## src/verilog/rvPkg.sv

```systemverilog
package rvPkg;

    localparam int XLEN = 64;

    typedef enum logic [6:0] {
        opLoad   = 7'b0000011,
        opStore  = 7'b0100011,
        opBranch = 7'b1100011,
        opJal    = 7'b1101111,
        opJalr   = 7'b1100111,
        opLui    = 7'b0110111,
        opAuipc  = 7'b0010111,
        opImm    = 7'b0010011,
        opImm32  = 7'b0011011,
        opReg    = 7'b0110011,
        opReg32  = 7'b0111011
    } opcodeT;

    typedef enum logic [2:0] {
        lb  = 3'd0,
        lh  = 3'd1,
        lw  = 3'd2,
        ld  = 3'd3,
        lbu = 3'd4,
        lhu = 3'd5,
        lwu = 3'd6
    } loadFunctT;

    typedef enum logic [2:0] {
        sb = 3'd0,
        sh = 3'd1,
        sw = 3'd2,
        sd = 3'd3
    } storeFunctT;

    typedef enum logic [2:0] {
        beq  = 3'd0,
        bne  = 3'd1,
        blt  = 3'd4,
        bge  = 3'd5,
        bltu = 3'd6,
        bgeu = 3'd7
    } branchFunctT;

    // and/or/xor are keywords, hence the prefix
    typedef enum logic [2:0] {
        aluAdd  = 3'd0,
        aluSll  = 3'd1,
        aluSlt  = 3'd2,
        aluSltu = 3'd3,
        aluXor  = 3'd4,
        aluSrl  = 3'd5,
        aluOr   = 3'd6,
        aluAnd  = 3'd7
    } aluFunctT;

    typedef enum logic [2:0] {
        mul  = 3'd0,
        div  = 3'd4,
        divu = 3'd5,
        rem  = 3'd6,
        remu = 3'd7
    } muldivFunctT;

    localparam logic [6:0] FUNCT7_ALT    = 7'b0100000;  // sub, sra
    localparam logic [6:0] FUNCT7_MULDIV = 7'b0000001;  // M extension

endpackage
```

## src/verilog/decodeIf.sv

```systemverilog
`timescale 1ns/1ps

interface decodeIf;

    rvPkg::opcodeT           opcode;
    logic [2:0]              funct3;
    logic [6:0]              funct7;
    logic [4:0]              rd;
    logic [rvPkg::XLEN-1:0]  immI;
    logic [rvPkg::XLEN-1:0]  immS;
    logic [rvPkg::XLEN-1:0]  immB;
    logic [rvPkg::XLEN-1:0]  immU;
    logic [rvPkg::XLEN-1:0]  immJ;

    modport source (
        output opcode,
        output funct3,
        output funct7,
        output rd,
        output immI,
        output immS,
        output immB,
        output immU,
        output immJ
    );

    modport sink (
        input opcode,
        input funct3,
        input funct7,
        input rd,
        input immI,
        input immS,
        input immB,
        input immU,
        input immJ
    );

endinterface

```

## src/verilog/branchUnit.sv

```systemverilog
`timescale 1ns/1ps

module branchUnit (
    decodeIf.sink                  dec,
    input  logic [rvPkg::XLEN-1:0] pc,
    input  logic [rvPkg::XLEN-1:0] rs1,
    input  logic [rvPkg::XLEN-1:0] rs2,
    input  logic                   valid,
    input  logic                   rst,
    output logic                   jump,
    output logic [rvPkg::XLEN-1:0] newPc
);

    localparam int XLEN = rvPkg::XLEN;

    logic            taken;
    logic            isJump;
    logic [XLEN-1:0] target;
    logic [XLEN-1:0] jalrSum;

    assign jalrSum = rs1 + dec.immI;

    always_comb begin
        case (rvPkg::branchFunctT'(dec.funct3))
            rvPkg::beq:  taken = (rs1 == rs2);
            rvPkg::bne:  taken = (rs1 != rs2);
            rvPkg::blt:  taken = ($signed(rs1) < $signed(rs2));
            rvPkg::bge:  taken = ($signed(rs1) >= $signed(rs2));
            rvPkg::bltu: taken = (rs1 < rs2);
            rvPkg::bgeu: taken = (rs1 >= rs2);
            default:     taken = 1'b0;
        endcase
    end

    always_comb begin
        isJump = 1'b0;
        target = '0;
        case (dec.opcode)
            rvPkg::opBranch: begin
                isJump = taken;
                target = pc + dec.immB;
            end
            rvPkg::opJal: begin
                isJump = 1'b1;
                target = pc + dec.immJ;
            end
            rvPkg::opJalr: begin
                isJump = (dec.funct3 == 3'd0);
                target = {jalrSum[XLEN-1:1], 1'b0};  // lsb cleared
            end
            default: isJump = 1'b0;
        endcase
    end

    assign jump  = isJump && valid && !rst;
    assign newPc = jump ? target : '0;

endmodule

```

## src/flat_wrapper.sv

```systemverilog
// flat-port wrapper written by rule: the top's interface ports become plain ports
module branchUnit_flat 
  (pc, rs1, rs2, valid, rst, jump, newPc, dec_opcode, dec_funct3, dec_funct7, dec_rd, dec_immI, dec_immS, dec_immB, dec_immU, dec_immJ);
  decodeIf dec_i ();
  input  logic [rvPkg::XLEN-1:0] pc;
  input  logic [rvPkg::XLEN-1:0] rs1;
  input  logic [rvPkg::XLEN-1:0] rs2;
  input  logic valid;
  input  logic rst;
  output logic jump;
  output logic [rvPkg::XLEN-1:0] newPc;
  input wire logic [$bits(dec_i.opcode)-1:0] dec_opcode;
  input wire logic [$bits(dec_i.funct3)-1:0] dec_funct3;
  input wire logic [$bits(dec_i.funct7)-1:0] dec_funct7;
  input wire logic [$bits(dec_i.rd)-1:0] dec_rd;
  input wire logic [$bits(dec_i.immI)-1:0] dec_immI;
  input wire logic [$bits(dec_i.immS)-1:0] dec_immS;
  input wire logic [$bits(dec_i.immB)-1:0] dec_immB;
  input wire logic [$bits(dec_i.immU)-1:0] dec_immU;
  input wire logic [$bits(dec_i.immJ)-1:0] dec_immJ;
  assign dec_i.opcode = dec_opcode;
  assign dec_i.funct3 = dec_funct3;
  assign dec_i.funct7 = dec_funct7;
  assign dec_i.rd = dec_rd;
  assign dec_i.immI = dec_immI;
  assign dec_i.immS = dec_immS;
  assign dec_i.immB = dec_immB;
  assign dec_i.immU = dec_immU;
  assign dec_i.immJ = dec_immJ;
  branchUnit u_core (.dec(dec_i), .pc(pc), .rs1(rs1), .rs2(rs2), .valid(valid), .rst(rst), .jump(jump), .newPc(newPc));
endmodule
```

## config.mk

```make
export PLATFORM = sky130hd
export DESIGN_NAME = branchUnit_flat
export DESIGN_NICKNAME = d
export VERILOG_FILES = /design/src/verilog/rvPkg.sv /design/src/verilog/decodeIf.sv /design/src/verilog/branchUnit.sv /design/src/flat_wrapper.sv
export SDC_FILE = /design/constraint.sdc
export NUM_CORES = 1
export LEC_CHECK = 0
export BUFFER_PORTS_ARGS = -buffer_cell sky130_fd_sc_hd__buf_2
export CAP_MARGIN = 20
export CORE_AREA = 2 2 233 235
export DETAILED_ROUTE_END_ITERATION = 7
export DIE_AREA = 0 0 235 237
export SLEW_MARGIN = 5
export SYNTH_ARGS = -nofsm -noshare
export SYNTH_HDL_FRONTEND = slang
export SYNTH_SLANG_ARGS = --single-unit
```

## constraint.sdc

```tcl
create_clock -name vclk -period 14.9
set_clock_uncertainty 0.15 [all_clocks]
set_input_delay 1.49 -clock vclk [all_inputs]
set_output_delay 1.49 -clock vclk [all_outputs]
set_load 0.05 [all_outputs]
```

==> metrics.yaml <==
run_status:
  status: "finished clean"
min_path:
  hold_depth: 5
  hold_path_end: "newPc[0]"
  holdCritPathClass: "input port to primary output"
  hp-start: "pc[0]"
pwr:
  peakVddDrop_uv: 8.19
  leakage_nw: 6.51
  p_per_area_nw_per_um2: 35.4
floorplanning:
  io_pins: 601
  design.core.area_um2: 53300
  fp.dieW_um: 235
  dieHeight_um: 237
  die_area_um2: 55700
  row_count: 85
  start_util_pct: 19.5
global_route:
  track_usage_pct: 16.8
  grt_pass1_wl_mm: 72.1
  antenna_found_initial: 32
  grt_pass1_vias: 11900
  grt-ovfl-total: 0
  grt_max_degree: 66
timing:
  fin_tns_setup_ps: 0
  period_needed_ps: 8780
  rsz0062_at_grt: "no"
  tightest_slew_ps: 799
  finalHoldViolations: 0
  setup_viol: 0
  relSlewSlack_pct: 46.7
  fin_crit_sh_pct: 58.9
  max_freq_mhz: 114
  drv_slew: 0
cells_and_area:
  syn_to_final_growth_pct: 29.0
  register_area_um2: 0
  fill_cells: 5993
  instances_no_fill: 2644
  mostFrequentLayoutCells: "461 x buf_2, 189 x ha_1, 172 x a21oi_1"
  nClkBuffers: 0
  layout-drive-gt1-share_pct: 28.3
  seq_cell_count: 0
  final_common_cell: "buf_2"
  final_nets: 2664
cts:
  postCtsHoldBufs: 0
  cts_resized: 0
  cts_setup_buffers: 0
logic_synthesis:
  synth_warnings: 0
  muxShareOfSynthArea_pct: 7.62
  syn_avg_cell_area_um2: 6.81
  yosysSeqAreaShare_pct: 0
  synth-simple-area-share_pct: 22.5
  synthCells: 1526
  synth_top_family_by_area: "compound AO/OA/AOI/OAI gates"
  synth_fa_ha_area_share_pct: 23.1
  synth_cell_types: 67
  synth-compound-area-share_pct: 32.2
  synthXorXnorAreaFrac_pct: 8.77
  synth_fp_nets: 2253
  syn_area_um2: 10400
detailed_routing:
  dr.pass1.iters: 5
  num_vias: 12800
  drt_wl_total_mm: 50.1
  drc: 0
  wl_per_cell_um: 19.0
  ant_nets: 0
  viasPerCell: 4.85
  dr.first_iter.drc_count: 715
placement:
  io_buffer_count: 461
  gp_congestion: 0.927
  dpl.hpwl_mm: 44.8
  place_inst: 2631
critical_path:
  arrival_ps: 7140
  path_class: "input port to primary output"
  path_cells: "buf_2 > nand3_1 > nor3b_1 > nand3_4 > mux2_2 > ha_1 > nand4_1 > nor4_1 > nand4_1 > a21oi_1 > o311ai_0 > and2_1 > o21a_1 > o31ai_1 > xor2_1 > a22oi_1 > nor2_1 > buf_2"
  cp-start-kind: "input port"
  end_kind: "primary output"
  cp_max_fo: 32
  slowest_stage: "nor3b_1"
  required_ps: 13260
  max_stage_delay_ps: 650
job:
  cap_viol_max_count: 0
-- per-stage QoR --
step	power [mW]	cell area (um2)	util, %	hold WS, ps	setup slack, ps
final	0.474	13400	25.2	3410	6120
after detailed placement	0.472	13400	25.1	3410	5980
after global placement	0.472	13400	25.1	3390	6050
after global routing	0.531	13400	25.1	3450	5610
after floorplan	0.301	10400	-	3260	7320
after CTS	0.476	13400	25.1	3410	5950
-- report_power, final --
part           internal (mW)    total, mW  switching, mW
logic                  0.196        0.474          0.278
registers                  0            0              0
clock network    0.000000117  0.000000117              0
total                  0.196        0.474          0.278
-- layout make-up --
cell class	instances	area [um2]	share of cell area (%)
timing repair buffer	467	2350	17.5
inverter	90	338	2.52
tap	696	871	6.50
antenna	13	32.5	0.243
multi-input combinational	1378	9810	73.2
-- cell usage after synthesis, drive strengths merged (6+ instances only) --
cell type	n	area, um2
nand2	141	529
o211ai	9	67.6
a21oi	172	861
nor3b	6	45.0
and3	15	93.8
or3	12	75.1
xor2	51	447
and2	15	93.8
buf	7	72.6
a21o	58	435
nand2b	11	68.8
nor2	132	495
nand3	34	170
a41oi	6	52.6
inv	90	338
nand3b	6	45.0
a211oi	13	97.6
nor4	10	62.6
mux2	65	732
o21bai	19	143
xnor2	53	464
o21ai	88	440
mux2i	6	60.1
clkbuf	51	191
nand4	38	238
ha	189	2360
nor2b	24	150
a31oi	22	138
o31ai	9	67.6
nor3	28	140
o2111ai	8	70.1
a22oi	45	338
o21a	22	165
-- metal layers --
metal	GRT usage (%)	up-vias	part of all wire, %
met5	0	-	0.49
met2	25.4	395	41
met4	2.67	40	1.6
met3	3.31	68	6.5
li1	-	6534	-
met1	24.8	5783	50
-- worst max-delay path by stage --
stage                        startpoint         to  slack [ps]  cells after the start
after detailed placement  dec_opcode[5]  newPc[60]        5980                     18
after global placement    dec_opcode[1]  newPc[60]        6050                     18
after floorplan           dec_opcode[5]  newPc[60]        7320                     19
after CTS                 dec_opcode[5]  newPc[60]        5950                     18
after global routing      dec_opcode[5]  newPc[60]        5610                     18
final                     dec_opcode[5]  newPc[60]        6120                     18
-- worst max-delay path, delay by kind of cell --
kind,cells,cell delay [ps]
AND/OR/NAND/NOR,8,2650
AO/OA/AOI/OAI,5,1460
multiplexers,1,480
adder cells (fa/ha/maj),1,410
buffers and inverters,2,340
XOR/XNOR,1,220
-- cells by family (layout without fill, tap and decap cells) --
| kind of cell | after synthesis | in the layout |
|---|---|---|
| buffers and inverters | 148 | 557 |
| multiplexers | 71 | 71 |
| adder cells (fa/ha/maj) | 191 | 191 |
| XOR/XNOR | 104 | 104 |
| AND/OR/NAND/NOR | 488 | 488 |
| other | 0 | 13 |
| AO/OA/AOI/OAI | 524 | 524 |
Power figures use the tool's default switching activity.
